`src/dw_pkg.sv`:
```
package dw_pkg;

  // Default port widths
  localparam int unsigned SlvDataWidth = 64;
  localparam int unsigned MstDataWidth = 32;
  localparam int unsigned AddrWidth    = 16;
  localparam int unsigned IdWidth      = 2;

  // Concurrent reads in flight
  localparam int unsigned NumLanes = 4;

  // AXI burst length, beats minus one
  typedef logic [7:0] len_t;

  // AXI size, log2 of bytes per beat
  typedef logic [2:0] size_t;

  // AXI read response
  typedef logic [1:0] resp_t;

  // Response codes, ordered by severity
  localparam resp_t RespOkay   = 2'b00;
  localparam resp_t RespExokay = 2'b01;
  localparam resp_t RespSlverr = 2'b10;
  localparam resp_t RespDecerr = 2'b11;

endpackage

```
`src/dw_ar_dispatch.sv`:
```
module dw_ar_dispatch #(
  parameter int unsigned NumLanes = 4,
  parameter int unsigned IdWidth  = 2
) (
  input  logic                              clk_i,
  input  logic                              rst_ni,
  input  logic                              slv_ar_valid_i,
  input  logic [IdWidth-1:0]                slv_ar_id_i,
  input  logic [NumLanes-1:0]               lane_idle_i,
  input  logic [NumLanes-1:0][IdWidth-1:0]  lane_id_i,
  output logic                              slv_ar_ready_o,
  output logic [NumLanes-1:0]               lane_start_o
);

  logic                ready_en_q;
  logic                id_clash;
  logic [NumLanes-1:0] idle_sel;

  // Keeps the AR port closed in the first cycle after reset
  always_ff @(posedge clk_i or negedge rst_ni) begin
    if (!rst_ni) begin
      ready_en_q <= 1'b0;
    end else begin
      ready_en_q <= 1'b1;
    end
  end

  // Busy lane with the same ID, and the lowest idle lane
  always_comb begin
    id_clash = 1'b0;
    idle_sel = '0;
    for (int i = NumLanes - 1; i >= 0; i--) begin
      if (!lane_idle_i[i] && (lane_id_i[i] == slv_ar_id_i)) begin
        id_clash = 1'b1;
      end
      if (lane_idle_i[i]) begin
        idle_sel = NumLanes'(1) << i;
      end
    end
  end

  // A busy lane owning this ID blocks the request until it drains,
  // so an ID never lives on two lanes at once
  assign slv_ar_ready_o = ready_en_q && !id_clash && (|lane_idle_i);

  assign lane_start_o = (slv_ar_valid_i && slv_ar_ready_o) ? idle_sel : '0;

endmodule

```
`src/dw_read_lane.sv`:
```
module dw_read_lane #(
  parameter int unsigned SlvDataWidth = 64,
  parameter int unsigned MstDataWidth = 32,
  parameter int unsigned AddrWidth    = 16,
  parameter int unsigned IdWidth      = 2
) (
  input  logic                    clk_i,
  input  logic                    rst_ni,
  input  logic                    start_i,
  input  logic [IdWidth-1:0]      slv_ar_id_i,
  input  logic [AddrWidth-1:0]    slv_ar_addr_i,
  input  dw_pkg::len_t            slv_ar_len_i,
  input  dw_pkg::size_t           slv_ar_size_i,
  input  logic                    ar_gnt_i,
  input  logic                    mst_r_valid_i,
  input  logic [IdWidth-1:0]      mst_r_id_i,
  input  logic [MstDataWidth-1:0] mst_r_data_i,
  input  dw_pkg::resp_t           mst_r_resp_i,
  input  logic                    mst_r_last_i,
  input  logic                    r_gnt_i,
  output logic                    idle_o,
  output logic [IdWidth-1:0]      id_o,
  output logic                    ar_valid_o,
  output logic [AddrWidth-1:0]    ar_addr_o,
  output dw_pkg::len_t            ar_len_o,
  output dw_pkg::size_t           ar_size_o,
  output logic                    mst_r_ready_o,
  output logic                    r_valid_o,
  output logic [SlvDataWidth-1:0] r_data_o,
  output dw_pkg::resp_t           r_resp_o,
  output logic                    r_last_o
);

  localparam int unsigned SlvStrb    = SlvDataWidth / 8;
  localparam int unsigned MstStrb    = MstDataWidth / 8;
  localparam int unsigned SlvMaxSize = $clog2(SlvStrb);
  localparam int unsigned MstMaxSize = $clog2(MstStrb);
  localparam int unsigned GrpW       = (SlvMaxSize > MstMaxSize) ? SlvMaxSize - MstMaxSize : 1;

  localparam logic [1:0] StIdle = 2'd0;
  localparam logic [1:0] StAddr = 2'd1;
  localparam logic [1:0] StData = 2'd2;

  logic [1:0]              state_q;
  logic                    r_valid_q;
  logic [GrpW-1:0]         grp_cnt_q;
  logic [GrpW-1:0]         grp_last_q;
  logic [IdWidth-1:0]      id_q;
  logic [AddrWidth-1:0]    addr_q;
  dw_pkg::len_t            len_q;
  dw_pkg::len_t            mst_len_q;
  dw_pkg::size_t           mst_size_q;
  logic [SlvDataWidth-1:0] data_q;
  dw_pkg::resp_t           resp_q;

  dw_pkg::size_t           shift;
  logic [15:0]             ext_len;
  dw_pkg::len_t            new_len;
  dw_pkg::size_t           new_size;
  logic [GrpW-1:0]         new_grp_last;
  int unsigned             beat_bytes;
  int unsigned             mst_off;
  int unsigned             word_sel;
  logic [SlvDataWidth-1:0] gather;
  logic                    start_acc;
  logic                    beat_acc;
  logic                    grp_done;

  // Master AR rewrite of the incoming request
  always_comb begin
    shift = '0;
    if (slv_ar_size_i > dw_pkg::size_t'(MstMaxSize)) begin
      shift = slv_ar_size_i - dw_pkg::size_t'(MstMaxSize);
    end
    ext_len      = (16'(slv_ar_len_i) + 16'd1) << shift;
    new_len      = dw_pkg::len_t'(ext_len - 16'd1);
    new_size     = (shift != '0) ? dw_pkg::size_t'(MstMaxSize) : slv_ar_size_i;
    new_grp_last = GrpW'((1 << shift) - 1);
  end

  // Byte steering of one master beat into the slave word
  always_comb begin
    beat_bytes = 1 << mst_size_q;
    mst_off    = int'(addr_q) & (MstStrb - 1);
    word_sel   = (int'(addr_q) & (SlvStrb - 1)) >> MstMaxSize;
    gather     = data_q;
    for (int b = 0; b < MstStrb; b++) begin
      if ((b >= mst_off) && (b < mst_off + beat_bytes)) begin
        gather[8 * (word_sel * MstStrb + b) +: 8] = mst_r_data_i[8 * b +: 8];
      end
    end
  end

  assign start_acc = start_i && (state_q == StIdle);

  // Only beats of our own ID, and only while no slave beat is pending
  assign mst_r_ready_o = (state_q == StData) && !r_valid_q && (mst_r_id_i == id_q);
  assign beat_acc      = mst_r_valid_i && mst_r_ready_o;
  // Last beat of the burst always closes the group
  assign grp_done      = (grp_cnt_q == grp_last_q) || mst_r_last_i;

  always_ff @(posedge clk_i or negedge rst_ni) begin
    if (!rst_ni) begin
      state_q   <= StIdle;
      r_valid_q <= 1'b0;
      grp_cnt_q <= '0;
    end else begin
      case (state_q)
        StIdle: if (start_i) state_q <= StAddr;
        StAddr: if (ar_gnt_i) state_q <= StData;
        StData: if (r_gnt_i && (len_q == '0)) state_q <= StIdle;
        default: state_q <= StIdle;
      endcase
      if (beat_acc) begin
        if (grp_done) begin
          grp_cnt_q <= '0;
          r_valid_q <= 1'b1;
        end else begin
          grp_cnt_q <= grp_cnt_q + 1'b1;
        end
      end
      if (r_gnt_i) begin
        r_valid_q <= 1'b0;
      end
    end
  end

  always_ff @(posedge clk_i) begin
    if (start_acc) begin
      id_q       <= slv_ar_id_i;
      addr_q     <= slv_ar_addr_i;
      len_q      <= slv_ar_len_i;
      mst_len_q  <= new_len;
      mst_size_q <= new_size;
      grp_last_q <= new_grp_last;
      data_q     <= '0;
    end
    if (beat_acc) begin
      data_q <= gather;
      addr_q <= addr_q + AddrWidth'(beat_bytes);
      // Worst response of the group wins
      if ((grp_cnt_q == '0) || (mst_r_resp_i > resp_q)) begin
        resp_q <= mst_r_resp_i;
      end
    end
    if (r_gnt_i) begin
      data_q <= '0;
      len_q  <= len_q - 1'b1;
    end
  end

  assign idle_o     = (state_q == StIdle);
  assign id_o       = id_q;
  assign ar_valid_o = (state_q == StAddr);
  assign ar_addr_o  = addr_q;
  assign ar_len_o   = mst_len_q;
  assign ar_size_o  = mst_size_q;
  assign r_valid_o  = r_valid_q;
  assign r_data_o   = data_q;
  assign r_resp_o   = resp_q;
  assign r_last_o   = (len_q == '0);

endmodule

```
`src/dw_lane_arbiter.sv`:
```
module dw_lane_arbiter #(
  parameter int unsigned NumLanes     = 4,
  parameter int unsigned SlvDataWidth = 64,
  parameter int unsigned AddrWidth    = 16,
  parameter int unsigned IdWidth      = 2
) (
  input  logic                                 clk_i,
  input  logic                                 rst_ni,
  input  logic [NumLanes-1:0]                  lane_ar_valid_i,
  input  logic [NumLanes-1:0][IdWidth-1:0]     lane_ar_id_i,
  input  logic [NumLanes-1:0][AddrWidth-1:0]   lane_ar_addr_i,
  input  dw_pkg::len_t [NumLanes-1:0]          lane_ar_len_i,
  input  dw_pkg::size_t [NumLanes-1:0]         lane_ar_size_i,
  input  logic                                 mst_ar_ready_i,
  input  logic [NumLanes-1:0]                  lane_r_valid_i,
  input  logic [NumLanes-1:0][SlvDataWidth-1:0] lane_r_data_i,
  input  dw_pkg::resp_t [NumLanes-1:0]         lane_r_resp_i,
  input  logic [NumLanes-1:0]                  lane_r_last_i,
  input  logic [NumLanes-1:0][IdWidth-1:0]     lane_id_i,
  input  logic [NumLanes-1:0]                  lane_mst_r_ready_i,
  input  logic                                 slv_r_ready_i,
  output logic [NumLanes-1:0]                  ar_gnt_o,
  output logic                                 mst_ar_valid_o,
  output logic [IdWidth-1:0]                   mst_ar_id_o,
  output logic [AddrWidth-1:0]                 mst_ar_addr_o,
  output dw_pkg::len_t                         mst_ar_len_o,
  output dw_pkg::size_t                        mst_ar_size_o,
  output logic [NumLanes-1:0]                  r_gnt_o,
  output logic                                 slv_r_valid_o,
  output logic [IdWidth-1:0]                   slv_r_id_o,
  output logic [SlvDataWidth-1:0]              slv_r_data_o,
  output dw_pkg::resp_t                        slv_r_resp_o,
  output logic                                 slv_r_last_o,
  output logic                                 mst_r_ready_o
);

  localparam int unsigned IdxW = (NumLanes > 1) ? $clog2(NumLanes) : 1;

  logic [IdxW-1:0] ar_ptr_q;
  logic [IdxW-1:0] r_ptr_q;
  logic [IdxW-1:0] ar_sel;
  logic [IdxW-1:0] r_sel;

  // First requester at or after the pointer
  function automatic logic [IdxW-1:0] rr_pick(input logic [NumLanes-1:0] req,
                                               input logic [IdxW-1:0] ptr);
    logic [IdxW-1:0] idx;
    rr_pick = ptr;
    for (int k = NumLanes - 1; k >= 0; k--) begin
      idx = IdxW'((int'(ptr) + k) % NumLanes);
      if (req[idx]) begin
        rr_pick = idx;
      end
    end
  endfunction

  assign ar_sel = rr_pick(lane_ar_valid_i, ar_ptr_q);
  assign r_sel  = rr_pick(lane_r_valid_i, r_ptr_q);

  assign mst_ar_valid_o = lane_ar_valid_i[ar_sel];
  assign mst_ar_id_o    = lane_ar_id_i[ar_sel];
  assign mst_ar_addr_o  = lane_ar_addr_i[ar_sel];
  assign mst_ar_len_o   = lane_ar_len_i[ar_sel];
  assign mst_ar_size_o  = lane_ar_size_i[ar_sel];
  assign ar_gnt_o = (mst_ar_valid_o && mst_ar_ready_i) ? NumLanes'(1) << ar_sel : '0;

  assign slv_r_valid_o = lane_r_valid_i[r_sel];
  assign slv_r_id_o    = lane_id_i[r_sel];
  assign slv_r_data_o  = lane_r_data_i[r_sel];
  assign slv_r_resp_o  = lane_r_resp_i[r_sel];
  assign slv_r_last_o  = lane_r_last_i[r_sel];
  assign r_gnt_o = (slv_r_valid_o && slv_r_ready_i) ? NumLanes'(1) << r_sel : '0;

  assign mst_r_ready_o = |lane_mst_r_ready_i;

  // A stalled grant parks the pointer on its lane, which locks it in
  // since lane valids hold; a completed grant moves past the winner
  always_ff @(posedge clk_i or negedge rst_ni) begin
    if (!rst_ni) begin
      ar_ptr_q <= '0;
      r_ptr_q  <= '0;
    end else begin
      if (mst_ar_valid_o) begin
        ar_ptr_q <= mst_ar_ready_i ? IdxW'((int'(ar_sel) + 1) % NumLanes) : ar_sel;
      end
      if (slv_r_valid_o) begin
        r_ptr_q <= slv_r_ready_i ? IdxW'((int'(r_sel) + 1) % NumLanes) : r_sel;
      end
    end
  end

endmodule

```
`src/axi_read_downsizer.sv`:
```
module axi_read_downsizer #(
  parameter int unsigned SlvDataWidth = dw_pkg::SlvDataWidth,
  parameter int unsigned MstDataWidth = dw_pkg::MstDataWidth,
  parameter int unsigned AddrWidth    = dw_pkg::AddrWidth,
  parameter int unsigned IdWidth      = dw_pkg::IdWidth,
  parameter int unsigned NumLanes     = dw_pkg::NumLanes
) (
  input  logic                    clk_i,
  input  logic                    rst_ni,
  // Slave port
  input  logic                    slv_ar_valid_i,
  input  logic [IdWidth-1:0]      slv_ar_id_i,
  input  logic [AddrWidth-1:0]    slv_ar_addr_i,
  input  dw_pkg::len_t            slv_ar_len_i,
  input  dw_pkg::size_t           slv_ar_size_i,
  output logic                    slv_ar_ready_o,
  output logic                    slv_r_valid_o,
  output logic [IdWidth-1:0]      slv_r_id_o,
  output logic [SlvDataWidth-1:0] slv_r_data_o,
  output dw_pkg::resp_t           slv_r_resp_o,
  output logic                    slv_r_last_o,
  input  logic                    slv_r_ready_i,
  // Master port
  output logic                    mst_ar_valid_o,
  output logic [IdWidth-1:0]      mst_ar_id_o,
  output logic [AddrWidth-1:0]    mst_ar_addr_o,
  output dw_pkg::len_t            mst_ar_len_o,
  output dw_pkg::size_t           mst_ar_size_o,
  input  logic                    mst_ar_ready_i,
  input  logic                    mst_r_valid_i,
  input  logic [IdWidth-1:0]      mst_r_id_i,
  input  logic [MstDataWidth-1:0] mst_r_data_i,
  input  dw_pkg::resp_t           mst_r_resp_i,
  input  logic                    mst_r_last_i,
  output logic                    mst_r_ready_o
);

  logic [NumLanes-1:0]                   lane_start;
  logic [NumLanes-1:0]                   lane_idle;
  logic [NumLanes-1:0][IdWidth-1:0]      lane_id;
  logic [NumLanes-1:0]                   lane_ar_valid;
  logic [NumLanes-1:0][AddrWidth-1:0]    lane_ar_addr;
  dw_pkg::len_t [NumLanes-1:0]           lane_ar_len;
  dw_pkg::size_t [NumLanes-1:0]          lane_ar_size;
  logic [NumLanes-1:0]                   ar_gnt;
  logic [NumLanes-1:0]                   lane_mst_r_ready;
  logic [NumLanes-1:0]                   lane_r_valid;
  logic [NumLanes-1:0][SlvDataWidth-1:0] lane_r_data;
  dw_pkg::resp_t [NumLanes-1:0]          lane_r_resp;
  logic [NumLanes-1:0]                   lane_r_last;
  logic [NumLanes-1:0]                   r_gnt;

  dw_ar_dispatch #(
    .NumLanes(NumLanes),
    .IdWidth (IdWidth)
  ) i_dispatch (
    .clk_i         (clk_i),
    .rst_ni        (rst_ni),
    .slv_ar_valid_i(slv_ar_valid_i),
    .slv_ar_id_i   (slv_ar_id_i),
    .lane_idle_i   (lane_idle),
    .lane_id_i     (lane_id),
    .slv_ar_ready_o(slv_ar_ready_o),
    .lane_start_o  (lane_start)
  );

  // Request fields and master R are broadcast, start picks the lane
  for (genvar i = 0; i < NumLanes; i++) begin : gen_lane
    dw_read_lane #(
      .SlvDataWidth(SlvDataWidth),
      .MstDataWidth(MstDataWidth),
      .AddrWidth   (AddrWidth),
      .IdWidth     (IdWidth)
    ) i_lane (
      .clk_i        (clk_i),
      .rst_ni       (rst_ni),
      .start_i      (lane_start[i]),
      .slv_ar_id_i  (slv_ar_id_i),
      .slv_ar_addr_i(slv_ar_addr_i),
      .slv_ar_len_i (slv_ar_len_i),
      .slv_ar_size_i(slv_ar_size_i),
      .ar_gnt_i     (ar_gnt[i]),
      .mst_r_valid_i(mst_r_valid_i),
      .mst_r_id_i   (mst_r_id_i),
      .mst_r_data_i (mst_r_data_i),
      .mst_r_resp_i (mst_r_resp_i),
      .mst_r_last_i (mst_r_last_i),
      .r_gnt_i      (r_gnt[i]),
      .idle_o       (lane_idle[i]),
      .id_o         (lane_id[i]),
      .ar_valid_o   (lane_ar_valid[i]),
      .ar_addr_o    (lane_ar_addr[i]),
      .ar_len_o     (lane_ar_len[i]),
      .ar_size_o    (lane_ar_size[i]),
      .mst_r_ready_o(lane_mst_r_ready[i]),
      .r_valid_o    (lane_r_valid[i]),
      .r_data_o     (lane_r_data[i]),
      .r_resp_o     (lane_r_resp[i]),
      .r_last_o     (lane_r_last[i])
    );
  end

  dw_lane_arbiter #(
    .NumLanes    (NumLanes),
    .SlvDataWidth(SlvDataWidth),
    .AddrWidth   (AddrWidth),
    .IdWidth     (IdWidth)
  ) i_arbiter (
    .clk_i             (clk_i),
    .rst_ni            (rst_ni),
    .lane_ar_valid_i   (lane_ar_valid),
    .lane_ar_id_i      (lane_id),
    .lane_ar_addr_i    (lane_ar_addr),
    .lane_ar_len_i     (lane_ar_len),
    .lane_ar_size_i    (lane_ar_size),
    .mst_ar_ready_i    (mst_ar_ready_i),
    .lane_r_valid_i    (lane_r_valid),
    .lane_r_data_i     (lane_r_data),
    .lane_r_resp_i     (lane_r_resp),
    .lane_r_last_i     (lane_r_last),
    .lane_id_i         (lane_id),
    .lane_mst_r_ready_i(lane_mst_r_ready),
    .slv_r_ready_i     (slv_r_ready_i),
    .ar_gnt_o          (ar_gnt),
    .mst_ar_valid_o    (mst_ar_valid_o),
    .mst_ar_id_o       (mst_ar_id_o),
    .mst_ar_addr_o     (mst_ar_addr_o),
    .mst_ar_len_o      (mst_ar_len_o),
    .mst_ar_size_o     (mst_ar_size_o),
    .r_gnt_o           (r_gnt),
    .slv_r_valid_o     (slv_r_valid_o),
    .slv_r_id_o        (slv_r_id_o),
    .slv_r_data_o      (slv_r_data_o),
    .slv_r_resp_o      (slv_r_resp_o),
    .slv_r_last_o      (slv_r_last_o),
    .mst_r_ready_o     (mst_r_ready_o)
  );

endmodule

```
`config.mk`:
```
export PLATFORM = sky130hd
export DESIGN_NAME = axi_read_downsizer
export DESIGN_NICKNAME = d
export VERILOG_FILES = /design/src/dw_pkg.sv /design/src/dw_ar_dispatch.sv /design/src/dw_read_lane.sv /design/src/dw_lane_arbiter.sv /design/src/axi_read_downsizer.sv
export SDC_FILE = /design/constraint.sdc
export NUM_CORES = 1
export LEC_CHECK = 0
export ABC_AREA = 1
export BUFFER_PORTS_ARGS = -buffer_cell sky130_fd_sc_hd__buf_2
export CORE_UTILIZATION = 27
export CTS_CLUSTER_DIAMETER = 120
export DETAILED_ROUTE_END_ITERATION = 6
export PLACE_DENSITY = 0.49
export SETUP_SLACK_MARGIN = 0.1
export SYNTH_ARGS = -nofsm -noshare
export SYNTH_HDL_FRONTEND = slang
export SYNTH_SLANG_ARGS = --single-unit
```
`constraint.sdc`:
```
create_clock -name clk_i -period 4.2 [get_ports clk_i]
set_input_delay 1.05 -clock clk_i [delete_from_list [all_inputs] [get_ports clk_i]]
set_output_delay 1.05 -clock clk_i [all_outputs]
set_load 0.005 [all_outputs]
```
# Yosys cells after proc, flatten, opt, wreduce, memory -nomap -nowiden
# Cells that the tools add are included.
# totals
register_bits	437
input_bits	72
output_inout_bits	102
wordCells	474
# op_classes
n_addsub	56
order_cmp	47
n_eq_ne	32
shifts	40
n_mux	147
bitwise	4
reduce_logical	101
# op_table
op	n
$mux 64	25
$bwmux 64	16
$shift 8x34->64 const A	16
$shiftx 8x34->64	16
$neg 32->34	12
$lt 1x32->1 const A	8
$lt 2x32->1 const A	8
$mux 16	9
$neg 6->34	4
$add 2x32->32	4
$bmux 64 s2	1
$shl 1x3->32 const A	4
$mux 8	9
$add 16x16->16	4
$mux 2	25
$logic_and 1x1->1	45
$sub 8x1->8 const B	5
$add 3x2->4 const B	8
$bmux 16 s2	1
$logic_not 8->1	4
$reduce_bool 2->1	16
$mux 1	31
$lt 2x3->1 const B	10
$mux 4	7
33 further kinds	139

# Longest topological paths before layout
# depth
word_depth	15
ltp_mapped	19
mapped_depth_nobuf	18

# Modules after synthesis
# Synthesis repeated with hierarchy kept, for this count alone.
# hier_totals
hier_cells	3831
area_unflattened_um2	27356.2
# by_module_without_submodules
module	instances	cells_per_inst	area_per_inst_um2	seq_area_each_um2
dw_read_lane at gen_lane[1].i_lane ...	2	720	5858.1	2582.5
dw_read_lane at gen_lane[3].i_lane	1	715	5602.9	2582.5
dw_read_lane at gen_lane[0].i_lane	1	726	5587.9	2582.5
dw_lane_arbiter	1	899	4204.0	100.1
dw_ar_dispatch	1	51	245.2	25.0

# Worst setup path after synthesis
# OpenSTA, ideal clock, no wires.
# synth_timing
kind	input to register
start	input port slv_ar_id_i[0]
end	register gen_lane[0].i_lane.len_q[0] (enable)
setup_ns	0.329
arrival_time_ns	2.843
t_required_ns	3.871
slack_ns	1.028
cell_stages	10
n_path_buf	1
path_cell_list	or2_2 > nand4_1 > o21ai_0 > nand2_1 > and2_1 > buf_2 > nand2_1 > nor2_1 > inv_1 > nand2_1
# synth_between
elab_chain_cells	13
elab_cells_between_ends	19
# synth_rtl
element	line	source
start, declared	axi_read_downsizer.sv:12	input logic [IdWidth-1:0] slv_ar_id_i,
$eq 2x2->1	dw_ar_dispatch.sv:33	if (!lane_idle_i[i] && (lane_id_i[i] == slv_ar_id_i)) begin
$logic_and 1x1->1	dw_ar_dispatch.sv:33	
$mux 1 (3 in a row)	dw_ar_dispatch.sv:33	
$mux 1 *	dw_ar_dispatch.sv:33	
$logic_not 1->1 *	dw_ar_dispatch.sv:44	assign slv_ar_ready_o = ready_en_q && !id_clash && (|lane_idle_i);
$logic_and 1x1->1 * (2 in a row)	dw_ar_dispatch.sv:44	
net slv_ar_ready_o	axi_read_downsizer.sv:16	output logic slv_ar_ready_o,
$logic_and 1x1->1 *	dw_ar_dispatch.sv:46	assign lane_start_o = (slv_ar_valid_i && slv_ar_ready_o) ? idle_sel : '0;
$mux 4 *	dw_ar_dispatch.sv:46	
$logic_and 1x1->1 *	dw_read_lane.sv:94	assign start_acc = start_i && (state_q == StIdle);
net gen_lane[0].i_lane.start_acc	dw_read_lane.sv:65	logic start_acc;
$reduce_bool 2->1 (no line) *	n/a	
end signal, assigned	dw_read_lane.sv:132	len_q <= slv_ar_len_i;
end signal, assigned	dw_read_lane.sv:148	len_q <= len_q - 1'b1;
end, declared	dw_read_lane.sv:50	dw_pkg::len_t len_q;
# Mark *: on every way through the listed nets, which the timed path passes. The rest lies on a longest branch.
# A chain may end at the register's enable or synchronous reset.

# Final worst setup path
# layout_timing
start	register i_arbiter.ar_ptr_q[0]
end	output port mst_ar_addr_o[6]
# layout_between
elab_chain_cells	9
elab_cells_between_ends	17
# layout_rtl
element	line	source
start, declared	dw_lane_arbiter.sv:39	logic [IdxW-1:0] ar_ptr_q;
start signal, assigned	dw_lane_arbiter.sv:84	ar_ptr_q <= mst_ar_ready_i ? IdxW'((int'(ar_sel) + 1) % NumLanes) : ar_sel;
$add 2x2->2	dw_lane_arbiter.sv:50	idx = IdxW'((int'(ptr) + k) % NumLanes);
$bmux 1 s2	dw_lane_arbiter.sv:51	if (req[idx]) begin
$mux 1 (implied by the code)	dw_lane_arbiter.sv:51	
$mux 2 (3 in a row)	dw_lane_arbiter.sv:51	
$mux 2 *	dw_lane_arbiter.sv:51	
$bmux 16 s2 *	dw_lane_arbiter.sv:62	assign mst_ar_addr_o = lane_ar_addr_i[ar_sel];
$mux 16 (implied by the code) *	dw_lane_arbiter.sv:62	
end, declared	axi_read_downsizer.sv:26	output logic [AddrWidth-1:0] mst_ar_addr_o,
# Every way passes the cells marked *; elsewhere a longest branch is shown, timed or not. The select of a mux whose other input is x is not followed.

==> results.md <==
* Outcome: finished clean
* # hold bufs at CTS at 0
* H-tree depth at 2
* Layout Nets at 3940
* WP data arrival at 2.92 ns
* Area of the multi-input gates at 12700 um^2
* Final hold vios at 0
* Port buffer count at 173
* Pin count of the biggest net entering global routing at 76
* Delay-heaviest family, CP: simple AND/OR/NAND/NOR gates
* Worst Reg2Reg Path Length in Cells at 18
* Switching Share at 49.0%
* Vias at 24800
* Worst slew pin tran at 1.02 ns
* RD Place Congestion at 0.858
* Core box area at 93300 um^2
* Clk_skew at 0.0286 ns
* Post-synth top flop: dfxtp_1
* Congestion Overflow GR at 0
* RSZ-0062 raised after global routing: true
* Reg2reg end: gen_lane[0].i_lane.r_data_o[42]
* Final core utilization at 32.4%
* Average wire per standard cell at 19.5 um
* Final setup violating endpoints at 0
* Crit end category: primary output
* Area Growth Syn to Fin at 18.8%
* Leakage at 15.3 nW
* Post-synth cell types at 50
* Relative slew margins at 31.6%
* Cell taking the most area after synthesis: dfxtp_1
* Ports at 174
* Cell breakdown of the critical path: buf_4, nand3_1, nand2_1, nand2_1, nand2_1, inv_1, nand2_1, nand2_1, nand3_1, nand2_4, buf_8, buf_4, a21oi_1, a31oi_1, buf_2
* Routed WL at 99.4 mm
* Post-route cell area at 30300 um^2
* Worst Path Buf+Inv at 5
* 1st-iter DRT viols at 2083
* Dpl hpwl at 66.6 mm
* Count of flip-flops with a built-in enable after synthesis at 160
* Post-Syn Area per Cell at 6.90 um^2
* Vias in the first global route at 22800
* Commonest non-fill, non-tap cell in the layout: nand2_1
* First-pass GRT wire length at 143 mm
* Post-synth ARST share at 4.81%
* Root Driver: clkbuf_16
* # fillers at 10200
* Clock share of power at 17.9%
* Synth area leaders: dfxtp_1, edfxtp_1, nand2_1
* Worst path slowest cell: dfrtp_2
* Initial Utilization at 27.3%
* Net Sw Power at 13.0 mW
* Post-DRT Antenna Nets at 0
* Fmax at 0.252 GHz
* #FFs+latches synth at 437
* Clk slew on worst S/H paths at 0.06 ns
* Inst Count DP at 4977
* Ratio of cells with drive above 1 in the final layout at 12.2%
* Fin Setup TNS at 0 ns
* Worst path most repeated cell: nand2_1
* CTS buffer count at 55
* HP Class: primary input to asynchronous set/reset pin
* VDD IR max at 0.000579 V
* Sequential Power Share at 20.4%
* Num rows at 112
* Critical path launch point type: flop
* Sink Count at 437
* Fin. max-slew vios at 0
* Post-synthesis cell area at 25500 um^2
* Register area at 10500 um^2
* Crit path kind: flop to primary output
* Vias/cell at 4.85
* Initial antenna violation count at 11
* Post-synth top area share at 20.1%
* Sequential element share of the synthesized area at 41.0%
* DRC at 0
* Die X at 309 um
* CP max stage delay at 0.48 ns
* Die H at 309 um
* Area after DPL at 27600 um^2
* Most frequent cells in the layout: nand2_1, inv_1, dfxtp_1
* Synthesized instance count at 3690
* Pwr dens at 879 nW/um^2
* Total power at 26.6 mW
* Min cycle time layout at 3.97 ns
* Clock Latency Late Sink at 0.64 ns
* CTS tree: built
* Yosys warnings at 0
* Critical Path RT at 3.15 ns
* Max FO, Critical Path at 18
* Total GRT Usage at 19.7%
* Die area at 95600 um^2
* Logic pwr share at 61.7%
* Worst reg2reg startpoint: gen_lane[0].i_lane.ar_size_o[1]
* Finished Layout Cells at 5107
* MaxCap Viol Count at 0
* Clk buf depth at 3
* Fin crit share at 94.6%
* Reg2Reg Setup Slack at 0.59 ns
* Power Internal at 13.6 mW
* DRT Pass-1 Iters at 5
through the flow:
stage | worst slack (ns) | hold WS, ns
finish | 0.225 | 0.431
global route | 0.0145 | 0.437
floorplan | 1.03 | 0.489
global placement | 0.530 | 0.499
detailed placement | 0.500 | 0.501
CTS | 0.0904 | 0.410
worst reg2reg max path, stage by stage, from the launching register on:
cell	delay (ns)
edfxtp_1	0.50
nor3_1	0.22
ha_1	0.25
inv_1	0.09
fa_1	0.43
o21ai_0	0.18
inv_1	0.05
nor3_1	0.37
nand2_1	0.09
nand2_1	0.15
clkinv_1	0.09
buf_4	0.22
nor2_1	0.15
nor2_1	0.06
nand2_1	0.40
nand2_1	0.11
nand2_1	0.08
nand2_1	0.05
inv_1	0.08
state kept, by name, indices dropped and copies added (netlist names), 4 cells and up:
name	flops
gen_lane.i_lane.ar_len_o	32
gen_lane.i_lane.r_data_o	256
gen_lane.i_lane.grp_last_q	4
gen_lane.i_lane.state_q	8
gen_lane.i_lane.grp_cnt_q	4
gen_lane.i_lane.r_resp_o	8
gen_lane.i_lane.ar_size_o	12
gen_lane.i_lane.ar_addr_o	64
gen_lane.i_lane.r_valid_o	4
gen_lane.i_lane.id_o	8
gen_lane.i_lane.len_q	32
worst max path at each step:
| stage | start | to | cells past startpoint |
|---|---|---|---|
| floorplan | slv_ar_id_i[0] | gen_lane[0].i_lane.len_q[0] | 10 |
| global placement | i_arbiter.r_ptr_q[0] | slv_r_data_o[47] | 14 |
| detailed placement | i_arbiter.ar_ptr_q[0] | mst_ar_id_o[1] | 16 |
| CTS | i_arbiter.r_ptr_q[0] | slv_r_data_o[22] | 15 |
| global route | i_arbiter.ar_ptr_q[0] | mst_ar_addr_o[2] | 16 |
| finish | i_arbiter.ar_ptr_q[0] | mst_ar_addr_o[6] | 15 |
cells in the mapped netlist (6+ instances only):
master / number
xnor2_1: 32
nand3_1: 170
dfxtp_1: 256
o22ai_1: 68
inv_2: 14
nand4_1: 190
dfrtp_1: 21
buf_1: 39
nor3_1: 42
nand2_1: 1234
o21ai_0: 270
and2_1: 7
clkbuf_1: 99
o21bai_1: 8
inv_1: 451
xor2_1: 29
nand3b_1: 6
o21ai_1: 22
or2_2: 13
a31oi_1: 19
o21ai_2: 14
a21oi_1: 92
nor2_1: 249
o21a_1: 6
ha_1: 58
clkinv_1: 6
edfxtp_1: 160
buf_2: 61
what timing repair did:
item                       4_1_cts  5_1_grt
cloned                           1       10
resized for setup               34      135
pin swaps                        1       15
setup endpoints to repair       84      100
buffers inserted                 1       14
power by group through the flow:
| stage | registers, mW | logic (mW) | clock network [mW] |
|---|---|---|---|
| after detailed placement | 5.51 | 13.9 | 0 |
| after floorplan | 5.36 | 7.83 | 0 |
| after global routing | 5.50 | 17.9 | 5.01 |
| final | 5.43 | 16.4 | 4.75 |
| after global placement | 5.51 | 13.9 | 0 |
| after CTS | 5.43 | 14.5 | 4.86 |
routing by layer:
metal  global-route usage, %  share of wire (%)  vias up
li1                        -                  -    12200
met1                    26.7                 45    11700
met2                    32.5                 46      743
met3                    3.05                6.3      126
met4                    5.42                2.4       10
met5                       0              0.073        -
logic make-up after synthesis:
logic type,Yosys count,synth area share [%]
AOI/OAI and AO/OA,515,11.1
adders and majority gates,62,3.16
other,2,0.0295
xor gates and xnor gates,61,2.10
and+or+nand+nor,1936,32.2
buffers and inverters,677,10.4
DFF,437,41.0
layout make-up:
cell class | count | share of cell area (%)
tap | 1254 | 5.19
clock buffer | 76 | 5.14
timing repair buffer | 262 | 6.31
multi-input combinational | 2579 | 42.1
inverter | 471 | 5.93
sequential | 437 | 34.6
antenna | 4 | 0.0331
clock inverter | 24 | 0.736
No activity file was read; power rests on OpenSTA's default activity.
